--- src/core_config.svh ---
`ifndef CORE_CONFIG_SVH
`define CORE_CONFIG_SVH

////////////////////////////////////////////////////////////////////////////
// Completion end sizing
////////////////////////////////////////////////////////////////////////////

// Reorder buffer entries and the starting credit count of the dispatcher
`define CORE_ROB_DEPTH 16

// Store buffer entries
`define CORE_SB_DEPTH 8

// Dispatch lanes and retire lanes per cycle
`define CORE_WIDTH 2

// Data and address width
`define CORE_XLEN 32

`endif

--- src/core_pkg.sv ---
`include "core_config.svh"

package core_pkg;

    typedef logic [`CORE_XLEN-1:0]               word_t;       // Data or address
    typedef logic [4:0]                          reg_idx_t;    // Architectural rd
    typedef logic [$clog2(`CORE_ROB_DEPTH)-1:0]  rob_idx_t;    // ROB slot number
    typedef logic [$clog2(`CORE_SB_DEPTH)-1:0]   sb_idx_t;     // Store buffer slot number
    typedef logic [1:0]                          credit_cnt_t; // 0 to 2 per cycle

    typedef struct packed {
        logic     valid;
        logic     is_store;
        reg_idx_t rd;
    } dispatch_t;

    // Result from an execution unit with addr used only by stores
    typedef struct packed {
        logic     valid;
        rob_idx_t rob_idx;
        word_t    data;     // Result or store data
        word_t    addr;     // Store address
    } complete_t;

    typedef struct packed {
        logic     valid;
        reg_idx_t rd;
        word_t    data;
    } retire_t;

    typedef struct packed {
        word_t addr;
        word_t data;
    } store_t;

    typedef struct packed {
        logic   valid;
        store_t st;
    } sb_push_t;    // One retiring store on its way into the store buffer

    typedef enum logic [1:0] {
        IDLE,   // Nothing outstanding at the cache
        SEND,   // Request on st_req this cycle
        WAIT    // Waiting for store_finish
    } drain_state_t;

endpackage

--- src/core_retire_top.sv ---
`timescale 1ns/10ps
`include "core_config.svh"

module core_retire_top (
    input  logic                                  clk,
    input  logic                                  rst_n,
    input  core_pkg::dispatch_t [`CORE_WIDTH-1:0] disp,
    input  core_pkg::complete_t                   cmp_a,
    input  core_pkg::complete_t                   cmp_b,
    input  logic                                  store_finish,
    input  core_pkg::word_t                       store_fin_addr,
    output core_pkg::retire_t   [`CORE_WIDTH-1:0] ret,
    output core_pkg::credit_cnt_t                 credit_ret,
    output logic                                  st_req_valid,
    output core_pkg::store_t                      st_req
);

    core_pkg::rob_idx_t                     head, tail;
    core_pkg::credit_cnt_t                  disp_cnt, ret_cnt, sb_free_cnt;
    core_pkg::sb_push_t [`CORE_WIDTH-1:0]   sb_push;    // Retiring stores
    core_pkg::store_t                       drain_store;
    logic                                   drain_avail, drain_pick;

    // Lane 1 is only valid with lane 0
    assign disp_cnt = {1'b0, disp[0].valid} + {1'b0, disp[1].valid};

    ////////////////////////////////////////////////////////////////////////////
    // Reorder buffer
    ////////////////////////////////////////////////////////////////////////////

    rob_pointers u_rob_pointers (
        .clk        (clk),
        .rst_n      (rst_n),
        .disp_cnt   (disp_cnt),
        .ret_cnt    (ret_cnt),
        .head       (head),
        .tail       (tail),
        .credit_ret (credit_ret)
    );

    rob_entries u_rob_entries (
        .clk         (clk),
        .rst_n       (rst_n),
        .disp        (disp),
        .tail        (tail),
        .head        (head),
        .cmp_a       (cmp_a),
        .cmp_b       (cmp_b),
        .sb_free_cnt (sb_free_cnt),
        .ret         (ret),
        .ret_cnt     (ret_cnt),
        .sb_push     (sb_push)
    );

    ////////////////////////////////////////////////////////////////////////////
    // Store side
    ////////////////////////////////////////////////////////////////////////////

    store_buffer u_store_buffer (
        .clk            (clk),
        .rst_n          (rst_n),
        .sb_push        (sb_push),
        .sb_free_cnt    (sb_free_cnt),
        .drain_pick     (drain_pick),
        .drain_store    (drain_store),
        .drain_avail    (drain_avail),
        .store_finish   (store_finish),
        .store_fin_addr (store_fin_addr)
    );

    store_drain_fsm u_store_drain_fsm (
        .clk          (clk),
        .rst_n        (rst_n),
        .drain_avail  (drain_avail),
        .drain_store  (drain_store),
        .store_finish (store_finish),
        .drain_pick   (drain_pick),
        .st_req_valid (st_req_valid),
        .st_req       (st_req)
    );

endmodule

--- src/rob_entries.sv ---
`timescale 1ns/10ps
`include "core_config.svh"

module rob_entries (
    input  logic                                      clk,
    input  logic                                      rst_n,
    input  core_pkg::dispatch_t [`CORE_WIDTH-1:0]     disp,
    input  core_pkg::rob_idx_t                        tail,
    input  core_pkg::rob_idx_t                        head,
    input  core_pkg::complete_t                       cmp_a,        // Execution unit A
    input  core_pkg::complete_t                       cmp_b,        // Execution unit B
    input  core_pkg::credit_cnt_t                     sb_free_cnt,  // Free store slots, capped at 2
    output core_pkg::retire_t   [`CORE_WIDTH-1:0]     ret,
    output core_pkg::credit_cnt_t                     ret_cnt,
    output core_pkg::sb_push_t  [`CORE_WIDTH-1:0]     sb_push
);

    localparam int DEPTH = `CORE_ROB_DEPTH;

    // Control bits per entry
    logic [DEPTH-1:0] busy;         // Allocated and not yet retired
    logic [DEPTH-1:0] finished;     // Result written back

    // Payload per entry
    logic                 is_store_q [DEPTH];
    core_pkg::reg_idx_t   rd_q       [DEPTH];
    core_pkg::word_t      data_q     [DEPTH];
    core_pkg::word_t      addr_q     [DEPTH];

    core_pkg::rob_idx_t                   head_nxt;
    core_pkg::rob_idx_t [`CORE_WIDTH-1:0] disp_idx;    // Slot for each dispatch lane
    logic                                 rdy0, rdy1;
    logic [`CORE_WIDTH-1:0]               ret_go;      // Lane retires this cycle

    assign head_nxt = head + core_pkg::rob_idx_t'(1);

    always_comb begin
        for (int l = 0; l < `CORE_WIDTH; l++) begin
            disp_idx[l] = tail + core_pkg::rob_idx_t'(l);   // Lane 0 at tail and lane 1 next
        end
    end

    ////////////////////////////////////////////////////////////////////////////
    // In-order retire decision
    ////////////////////////////////////////////////////////////////////////////

    assign rdy0 = busy[head] & finished[head];
    assign rdy1 = busy[head_nxt] & finished[head_nxt];

    // A store needs its own free slot and two stores need two
    assign ret_go[0] = rdy0 & (~is_store_q[head] | (sb_free_cnt != 2'd0));
    assign ret_go[1] = ret_go[0] & rdy1
                     & (~is_store_q[head_nxt]
                        | (sb_free_cnt >= (is_store_q[head] ? 2'd2 : 2'd1)));

    assign ret_cnt = ret_go[1] ? 2'd2 : (ret_go[0] ? 2'd1 : 2'd0);

    // Stores leave towards the store buffer in lane order
    assign sb_push[0].valid   = ret_go[0] & is_store_q[head];
    assign sb_push[0].st.addr = addr_q[head];
    assign sb_push[0].st.data = data_q[head];
    assign sb_push[1].valid   = ret_go[1] & is_store_q[head_nxt];
    assign sb_push[1].st.addr = addr_q[head_nxt];
    assign sb_push[1].st.data = data_q[head_nxt];

    ////////////////////////////////////////////////////////////////////////////
    // Entry state and retire outputs
    ////////////////////////////////////////////////////////////////////////////

    always_ff @(posedge clk or negedge rst_n) begin
        if (!rst_n) begin
            busy     <= '0;
            finished <= '0;
            ret      <= '0;
        end else begin
            if (ret_go[0]) begin            // Free retired slots
                busy[head]     <= 1'b0;
                finished[head] <= 1'b0;
            end
            if (ret_go[1]) begin
                busy[head_nxt]     <= 1'b0;
                finished[head_nxt] <= 1'b0;
            end
            if (cmp_a.valid) finished[cmp_a.rob_idx] <= 1'b1;
            if (cmp_b.valid) finished[cmp_b.rob_idx] <= 1'b1;
            for (int l = 0; l < `CORE_WIDTH; l++) begin
                if (disp[l].valid) begin    // Allocate at tail
                    busy[disp_idx[l]]     <= 1'b1;
                    finished[disp_idx[l]] <= 1'b0;
                end
            end
            ret[0].valid <= ret_go[0] & ~is_store_q[head];      // Register writes only
            ret[0].rd    <= rd_q[head];
            ret[0].data  <= data_q[head];
            ret[1].valid <= ret_go[1] & ~is_store_q[head_nxt];
            ret[1].rd    <= rd_q[head_nxt];
            ret[1].data  <= data_q[head_nxt];
        end
    end

    always_ff @(posedge clk) begin
        for (int l = 0; l < `CORE_WIDTH; l++) begin
            if (disp[l].valid) begin
                is_store_q[disp_idx[l]] <= disp[l].is_store;
                rd_q[disp_idx[l]]       <= disp[l].rd;
            end
        end
        if (cmp_a.valid) begin
            data_q[cmp_a.rob_idx] <= cmp_a.data;
            addr_q[cmp_a.rob_idx] <= cmp_a.addr;
        end
        if (cmp_b.valid) begin
            data_q[cmp_b.rob_idx] <= cmp_b.data;
            addr_q[cmp_b.rob_idx] <= cmp_b.addr;
        end
    end

endmodule

--- src/rob_pointers.sv ---
`timescale 1ns/10ps
`include "core_config.svh"

module rob_pointers (
    input  logic                 clk,
    input  logic                 rst_n,
    input  core_pkg::credit_cnt_t disp_cnt,    // Valid dispatch lanes this cycle
    input  core_pkg::credit_cnt_t ret_cnt,     // Entries retiring this cycle
    output core_pkg::rob_idx_t   head,
    output core_pkg::rob_idx_t   tail,
    output core_pkg::credit_cnt_t credit_ret
);

    // One extra bit so a full ROB (16) is distinct from empty
    localparam int OCC_W = $clog2(`CORE_ROB_DEPTH) + 1;

    logic [OCC_W-1:0] occ;  // Allocated entries, head to tail

    ////////////////////////////////////////////////////////////////////////////
    // Head and occupancy
    ////////////////////////////////////////////////////////////////////////////

    always_ff @(posedge clk or negedge rst_n) begin
        if (!rst_n) begin
            head <= '0;
            occ  <= '0;
        end else begin
            head <= head + core_pkg::rob_idx_t'(ret_cnt);               // Oldest entry
            occ  <= occ + OCC_W'(disp_cnt) - OCC_W'(ret_cnt);           // Credits keep it <= 16
        end
    end

    // Tail sits occ entries past head and wraps with the index width
    assign tail = head + core_pkg::rob_idx_t'(occ);

    ////////////////////////////////////////////////////////////////////////////
    // Credit return
    ////////////////////////////////////////////////////////////////////////////

    // Registered so credits line up with the registered ret lanes
    always_ff @(posedge clk or negedge rst_n) begin
        if (!rst_n) begin
            credit_ret <= '0;
        end else begin
            credit_ret <= ret_cnt;
        end
    end

endmodule

--- src/store_buffer.sv ---
`timescale 1ns/10ps
`include "core_config.svh"

module store_buffer (
    input  logic                                   clk,
    input  logic                                   rst_n,
    input  core_pkg::sb_push_t [`CORE_WIDTH-1:0]   sb_push,
    output core_pkg::credit_cnt_t                  sb_free_cnt,
    input  logic                                   drain_pick,     // Offered entry taken
    output core_pkg::store_t                       drain_store,
    output logic                                   drain_avail,
    input  logic                                   store_finish,
    input  core_pkg::word_t                        store_fin_addr
);

    localparam int DEPTH = `CORE_SB_DEPTH;

    core_pkg::store_t sb_mem [DEPTH];
    logic [DEPTH-1:0] busy;     // Holds a retired store
    logic [DEPTH-1:0] sent;     // Already handed to the drain FSM

    core_pkg::sb_idx_t  free0, free1, drain_idx;
    logic               free0_ok, free1_ok;
    core_pkg::sb_push_t push_lo;    // First valid push goes to free0

    ////////////////////////////////////////////////////////////////////////////
    // Free slot scan from the highest index down
    ////////////////////////////////////////////////////////////////////////////

    always_comb begin
        free0    = '0;
        free0_ok = 1'b0;
        free1    = '0;
        free1_ok = 1'b0;
        for (int i = 0; i < DEPTH; i++) begin
            if (!busy[i]) begin         // Last hit wins and gives the top free slot
                free0    = core_pkg::sb_idx_t'(i);
                free0_ok = 1'b1;
            end
        end
        for (int i = 0; i < DEPTH; i++) begin
            if (!busy[i] && (core_pkg::sb_idx_t'(i) != free0)) begin
                free1    = core_pkg::sb_idx_t'(i);  // Next free below free0
                free1_ok = 1'b1;
            end
        end
    end

    assign sb_free_cnt = free1_ok ? 2'd2 : (free0_ok ? 2'd1 : 2'd0);
    assign push_lo     = sb_push[0].valid ? sb_push[0] : sb_push[1];

    // Lowest slot number first among busy and unsent
    always_comb begin
        drain_idx   = '0;
        drain_avail = 1'b0;
        for (int i = DEPTH - 1; i >= 0; i--) begin
            if (busy[i] && !sent[i]) begin
                drain_idx   = core_pkg::sb_idx_t'(i);
                drain_avail = 1'b1;
            end
        end
    end

    assign drain_store = sb_mem[drain_idx];

    ////////////////////////////////////////////////////////////////////////////
    // Entry state
    ////////////////////////////////////////////////////////////////////////////

    always_ff @(posedge clk or negedge rst_n) begin
        if (!rst_n) begin
            busy <= '0;
            sent <= '0;
        end else begin
            if (drain_pick) sent[drain_idx] <= 1'b1;
            for (int i = 0; i < DEPTH; i++) begin
                if (store_finish && busy[i] && (sb_mem[i].addr == store_fin_addr)) begin
                    busy[i] <= 1'b0;    // Unique addresses give an exact match
                    sent[i] <= 1'b0;
                end
            end
            if (push_lo.valid) begin
                busy[free0] <= 1'b1;
                sent[free0] <= 1'b0;
            end
            if (sb_push[0].valid && sb_push[1].valid) begin
                busy[free1] <= 1'b1;
                sent[free1] <= 1'b0;
            end
        end
    end

    always_ff @(posedge clk) begin
        if (push_lo.valid) sb_mem[free0] <= push_lo.st;
        if (sb_push[0].valid && sb_push[1].valid) sb_mem[free1] <= sb_push[1].st;
    end

endmodule

--- src/store_drain_fsm.sv ---
`timescale 1ns/10ps

module store_drain_fsm (
    input  logic              clk,
    input  logic              rst_n,
    input  logic              drain_avail,    // Store buffer has an unsent entry
    input  core_pkg::store_t  drain_store,
    input  logic              store_finish,   // Cache done with the outstanding store
    output logic              drain_pick,
    output logic              st_req_valid,
    output core_pkg::store_t  st_req
);

    core_pkg::drain_state_t state, state_nxt;

    ////////////////////////////////////////////////////////////////////////////
    // One store in flight at the cache
    ////////////////////////////////////////////////////////////////////////////

    always_comb begin
        state_nxt = state;
        case (state)
            core_pkg::IDLE: if (drain_avail) state_nxt = core_pkg::SEND;
            core_pkg::SEND: state_nxt = store_finish ? core_pkg::IDLE  // Zero-delay answer
                                                     : core_pkg::WAIT;
            core_pkg::WAIT: if (store_finish) state_nxt = core_pkg::IDLE;
            default:        state_nxt = core_pkg::IDLE;
        endcase
    end

    always_ff @(posedge clk or negedge rst_n) begin
        if (!rst_n) begin
            state <= core_pkg::IDLE;
        end else begin
            state <= state_nxt;
        end
    end

    assign drain_pick   = (state == core_pkg::IDLE) & drain_avail;   // Marks entry sent
    assign st_req_valid = (state == core_pkg::SEND);                 // Exactly one cycle

    // Request captured at pick and presented in SEND
    always_ff @(posedge clk) begin
        if (drain_pick) st_req <= drain_store;
    end

endmodule

--- config.mk ---
export PLATFORM = sky130hd
export DESIGN_NAME = core_retire_top
export DESIGN_NICKNAME = d
export VERILOG_FILES = /design/src/core_pkg.sv /design/src/core_retire_top.sv /design/src/rob_entries.sv /design/src/rob_pointers.sv /design/src/store_buffer.sv /design/src/store_drain_fsm.sv
export VERILOG_INCLUDE_DIRS = /design/src
export SDC_FILE = /design/constraint.sdc
export NUM_CORES = 2
export LEC_CHECK = 0
export ABC_CLOCK_PERIOD_IN_PS = 13060
export BUFFER_PORTS_ARGS = -buffer_cell sky130_fd_sc_hd__buf_2
export CELL_PAD_IN_SITES_DETAIL_PLACEMENT = 1
export CELL_PAD_IN_SITES_GLOBAL_PLACEMENT = 1
export CORE_ASPECT_RATIO = 0.75
export CORE_MARGIN = 4
export CORE_UTILIZATION = 45
export DETAILED_ROUTE_END_ITERATION = 6
export PLACE_DENSITY_LB_ADDON = 0.1
export RECOVER_POWER = 25
export SYNTH_ARGS = -nofsm -noshare
export SYNTH_HDL_FRONTEND = slang
export SYNTH_SLANG_ARGS = --single-unit
--- constraint.sdc ---
create_clock -name clk -period 13.06 [get_ports clk]
set_input_delay 1.306 -clock clk [delete_from_list [all_inputs] [get_ports clk]]
set_output_delay 1.306 -clock clk [all_outputs]
set_load 0.1 [all_outputs]
== After elaboration in Yosys (flattened, before gate mapping) ==
Memories as Yosys holds them, arrays and structs flattened. A register that Yosys moved wholly into a read port is not among the register bits.
Index checks and enable logic that the tools add are counted.

* Bits of input ports: 187
* Bits in read-only memories: 0
* Output and inout bits: 143
* Memories kept: 5
* Memory bits (writable): 1632
* Bits in latches: 0
* Word-level logic and storage cells: 286
* Register bits after elaboration: 127

{| class="wikitable"
|+ Memory list
! memory !! words !! width !! rd ports !! clocked after Yosys merged registers in !! write ports !! line !! RTL
|-
| u_rob_entries.addr_q || 16 || 32 || 2 || 0 || 2 || rob_entries.sv:28 || <nowiki>core_pkg::word_t addr_q [DEPTH];</nowiki>
|-
| u_rob_entries.data_q || 16 || 32 || 2 || 0 || 2 || rob_entries.sv:27 || <nowiki>core_pkg::word_t data_q [DEPTH];</nowiki>
|-
| u_store_buffer.sb_mem || 8 || 64 || 9 || 1 || 2 || store_buffer.sv:18 || <nowiki>core_pkg::store_t sb_mem [DEPTH];</nowiki>
|-
| u_rob_entries.rd_q || 16 || 5 || 2 || 2 || 2 || rob_entries.sv:26 || <nowiki>core_pkg::reg_idx_t rd_q [DEPTH];</nowiki>
|-
| u_rob_entries.is_store_q || 16 || 1 || 2 || 0 || 2 || rob_entries.sv:25 || <nowiki>logic is_store_q [DEPTH];</nowiki>
|}

* Shift-type cells: 0
* Bitwise gates (word level): 35
* $lt $le $gt $ge: 19
* Multiply operators: 0
* Reductions and logical operators: 64
* Equal/unequal tests: 19
* Div/mod/pow operators: 0
* $add $sub $neg: 7
* Multiplexer cells: 125

{| class="wikitable"
|+ Operators by type and width
! cell !! number
|-
| $eq A32 B32 Y1 || 8
|-
| $mux W16 || 10
|-
| $and A16 B16 Y16 || 6
|-
| $mux W1 || 69
|-
| $mux W65 || 1
|-
| $not A16 Y16 || 4
|-
| $or A16 B16 Y16 || 4
|-
| $mux W3 || 16
|-
| $logic_and A1 B1 Y1 || 42
|-
| $mux W8 || 5
|-
| $lt A4 B5 Y1 const B || 6
|-
| $demux W1 S4 || 6
|-
| $ge A4 B1 Y1 const B || 6
|-
| $or A8 B8 Y8 || 3
|-
| $mux W2 || 10
|-
| $logic_not A1 Y1 || 18
|-
| $and A8 B8 Y8 || 2
|-
| $bmux W1 S4 || 4
|-
| $not A8 Y8 || 2
|-
| $lt A3 B4 Y1 const B || 3
|-
| $ne A3 B3 Y1 const A || 4
|-
| $and A1 B1 Y1 || 10
|-
| $demux W1 S3 || 3
|-
| $ge A3 B1 Y1 const B || 3
|-
| other kinds (20) || 24
|}

== Longest topological paths before layout ==
* Depth after elaboration: 32
* Depth in mapped cells: 23

== By module ==
From an unflattened synthesis, not the netlist that was laid out.

* Cell total of the unflattened synthesis: 7089
* Area, all modules: 100281.2 um^2

{| class="wikitable"
|+ Modules (own cells, without submodules)
! module !! times used !! area each (um^2) !! cells an instance
|-
| rob_entries || 1 || 68461.9 || 3798
|-
| store_buffer || 1 || 29200.5 || 3171
|-
| store_drain_fsm || 1 || 2008.2 || 71
|-
| rob_pointers || 1 || 598.1 || 48
|-
| core_retire_top || 1 || 12.5 || 1
|}

== Worst setup path after synthesis ==
Ideal clock, no wire load.

* Kind: reg-to-reg
* Start point: reg u_rob_pointers.head[1]
* End point: mem u_store_buffer.sb_mem[0][0] in the netlist's numbering, enable pin
* Data required time: 12.479 ns
* Arrival time: 8.790 ns
* Path slack: 3.689 ns
* Setup time: 0.581 ns
* Path buffers: 8
* Stages on the path, launching flop included: 17
* Cell sequence: dfrtp_1 -> buf_6 -> buf_6 -> buf_2 -> clkbuf_1 -> clkbuf_1 -> inv_1 -> ha_1 -> buf_2 -> buf_2 -> nand3_1 -> a31oi_1 -> a222oi_1 -> a21boi_2 -> buf_4 -> a31oi_2 -> o31ai_1

{| class="wikitable"
|+ RTL lines
! item !! line !! RTL
|-
| from (decl) || rob_pointers.sv:9 || <nowiki>output core_pkg::rob_idx_t head,</nowiki>
|-
| from (signal assigned) || rob_pointers.sv:28 || <nowiki>head <= head + core_pkg::rob_idx_t'(ret_cnt);</nowiki>
|-
| to (decl) || store_buffer.sv:18 ||
|}

==> key figures <==
Critical path
  • Critical path class: in -> reg
  • Reg2Reg Depth: 12
  • Most common cell on crit path: clkbuf_1
  • Critical path, cell by cell: clkbuf_1, nor2_1, nand3b_1, clkbuf_1, nand2_4, buf_4
  • CP Capture Type: flop
  • R2r startpoint: u_rob_pointers.head[1]$_DFF_PN0_
  • CP Launch Point: cmp_b[67]
  • CP max-delay cell: clkbuf_1
  • Slowest cell delay on critical path: about 5.0 ns
  • Critical Path AT: 10.69 ns
  • Critical-path maximum fanout: 66
  • Startpoint class of the critical path: primary input
  • Worst EP required: 13.59 ns

Outcome
  • Status: finished, violations left
  • Failing checks: max-capacitance violations, max-slew violations

Timing
  • Tightest Pin Transition: 7.174 ns
  • RSZ-0062 raised after global routing: no
  • Worst Setup Slack, final: 2.906 ns
  • # setup viols final: 0
  • Hold_ws: 0.5032 ns
  • Final slew viol count: 1,070
  • Setup_tns: 0 ns
  • Fmax: between 0.09 and 0.1 GHz
  • Crit path time final: 10.15 ns
  • Setup Skew: 0.05600 ns
  • Slew headroom: -378.3%
  • Period Utilization, post-route: 77.75%
  • Fin. Hold Viols: 0

Synthesis
  • Post-synth ARST share: 7.424%
  • #FFs+latches synth: 1,832
  • Seq/Total Area, Yosys: between 50% and 60%
  • Post-synth top flop: edfxtp_1
  • Syn avg cell area: 14.62 sq um
  • Ranking of synthesized cells by area: edfxtp_1 50%, mux4_2 15%, mux2_2 14%
  • Netlist cell types: 68
  • Synth top area share: 50.46%
  • Post-synth top area cell: edfxtp_1
  • Yosys warns: 0
  • Synth Cell Area: about 0.10 sq mm
  • EDFF count, synth: 1,696
  • Cells after Synth: 6,905
  • Syn_nets: 7,113

Hold path
  • Worst hold start: u_rob_entries.busy[10]$_DFF_PN0_
  • Hold Path Depth: 1
  • Min-Delay Path Class: reg -> reg

Placed design
  • Placed Area: 0.1053 sq mm
  • HPWL after DPL: 233.0 mm
  • Placed cell count: about 9,700
  • # port buffers: 329
  • Global placer's final weighted congestion: 0.9182
  • DP Worst Slack: 6.541 ns

Cells and area
  • Area Growth Syn to Fin: 10.29%
  • Most frequent cells in the layout: 1,696 x edfxtp_1, 1,258 x mux2_2, 806 x nand2_1
  • Register area: 0.05434 sq mm
  • Most common cell after layout, fill and taps aside: edfxtp_1
  • Final Cell Area: around 0.11 sq mm
  • Multi-input gate area: 0.04387 sq mm
  • Layout cells sized above 1: around 37%
  • Nets: approximately 7,200
  • FILL cells: 21,568
  • Non-Filler Instances: just over 10,000
  • Final core utilization: 49.93%

Power and ir drop
  • PwrDens: 283.0 mW/mm^2
  • Power Total: 31.51 mW
  • Leak: between 30 and 40 nW
  • Worst IR drop on VDD: 249.1 uV

Route
  • Final WL: 379.3 mm
  • Vias/cell: roughly 6.6
  • First-pass DRT Iterations: 6
  • DRC Markers: 0
  • 1st-iter DRT viols: 8,908
  • Final ANT Viol Nets: 0
  • Via count of the routed design: 66,812
  • Drt wl/cell: approximately 38 um

Clocking
  • Root Buffer: clkbuf_16
  • Clock sink count: 1,832
  • CTS tree: built
  • Post-cts sizing count: 0
  • CTS H-Tree Depth: 4
  • Max Buffers Root-to-Sink: 4
  • Setup Fix Bufs, Post-CTS: 0
  • Skew-Pair Late Insertion Delay: about 0.89 ns
  • Hold-fix buffer count after cts: 0
  • Clock-pin slew on the worst setup and hold paths: 0.06 ns
  • Num CTS Buffers: 206

Global routing
  • GRT Util Overall: 32.28%
  • Total congestion overflow: 0
  • Vias in the first global route: 66,936
  • Global-route wire length before repair: 533.6 mm
  • Initial antenna violation count: 74
  • Largest net degree at the start of global routing: 161

Job
  • Max-Cap Viols: 30

Die
  • Core area: between 0.2 and 0.25 sq mm
  • Die width: 554.9 um
  • Die footprint: 0.2320 sq mm
  • Initial core utilization: roughly 45%
  • Ports: 330
  • Die H: 418.2 um
  • Row cnt: 150
sequential cells by signal, summed over array words and instances, names as in the netlist:
register	cells
u_store_buffer.busy	8
u_store_drain_fsm.st_req	64
u_rob_entries.is_store_q	16
u_store_buffer.sent	8
u_store_buffer.sb_mem	512
u_rob_entries.data_q	512
u_rob_pointers.head	4
u_rob_entries.finished	16
u_store_drain_fsm.state	2
u_rob_entries.addr_q	512
u_rob_entries.ret	76
u_rob_entries.rd_q	80
u_rob_pointers.credit_ret	2
u_rob_pointers.occ	4
u_rob_entries.busy	16
critical path, delay by kind of cell:
family / cells / cell delay, ns
AND/OR/NAND/NOR: 3 / 2.95
buffers and inverters: 3 / 6.32
layer usage:
metal | share of wire [%] | GRT usage (%) | vias up
li1 | - | - | 26895
met1 | 43 | 48.08 | 35629
met2 | 44 | 47.44 | 3717
met3 | 11 | 8.318 | 551
met4 | 2.4 | 7.611 | 20
met5 | 0.030 | 0 | -
kinds of logic (layout without fill, tap and decap cells):
logic type | Yosys count | in the layout | synth area share (%)
mux | 2147 | 2147 | 31.54
flops | 1832 | 1832 | 53.83
simple gates | 1345 | 1345 | 5.932
buf+inv | 741 | 935 | 3.074
compound gates | 549 | 549 | 2.991
xor+xnor | 268 | 268 | 2.326
fa+ha+maj | 23 | 23 | 0.3099
other cells | 0 | 28 | 0
path summary, 6_finish.rpt:
kind,slack (ns),end
max,2.91,u_rob_entries.addr_q[0][1]$_DFFE_PP_
min,0.50,u_rob_entries.busy[10]$_DFF_PN0_
max reg2reg,4.51,u_store_buffer.sb_mem[3][15]$_DFFE_PP_
min reg2reg,0.50,u_rob_entries.busy[10]$_DFF_PN0_
max in group asynchronous,4.82,u_rob_entries.ret[62]$_DFF_PN0_
min in group asynchronous,2.33,u_rob_pointers.head[3]$_DFF_PN0_
cell type report:
cell class | count | area share [%]
Tap cell | 2964 | 3.331
Multi-Input combinational cell | 4332 | 39.41
Sequential cell | 1832 | 48.82
Clock buffer | 285 | 5.106
Timing Repair Buffer | 480 | 2.332
Clock inverter | 76 | 0.6204
Antenna cell | 28 | 0.06294
Inverter | 94 | 0.3237
power by group:
part / switching (mW) / internal (mW)
Clock: 2.48 / 3.26
Combinational: 11.3 / 5.69
Sequential: 0.528 / 8.23
Yosys cell counts, types with 18 or more instances:
| cell type | n |
|---|---|
| edfxtp_1 | 1696 |
| mux2_2 | 1263 |
| nand2_1 | 811 |
| mux4_2 | 675 |
| clkbuf_1 | 474 |
| a21oi_1 | 403 |
| xor2_1 | 197 |
| nor2_1 | 154 |
| dfrtp_1 | 136 |
| mux2i_1 | 128 |
| buf_2 | 95 |
| inv_1 | 93 |
| nand3_1 | 77 |
| xnor2_1 | 71 |
| or4_1 | 66 |
| mux2_4 | 57 |
| nor3_1 | 56 |
| nor4_1 | 49 |
| o21ai_0 | 49 |
| buf_1 | 43 |
| nand4_1 | 31 |
| mux2_1 | 24 |
| a31oi_1 | 22 |
| buf_6 | 19 |
| and3_1 | 18 |
| nor2b_1 | 18 |
Note: power is estimated with default switching activity, not from simulation.
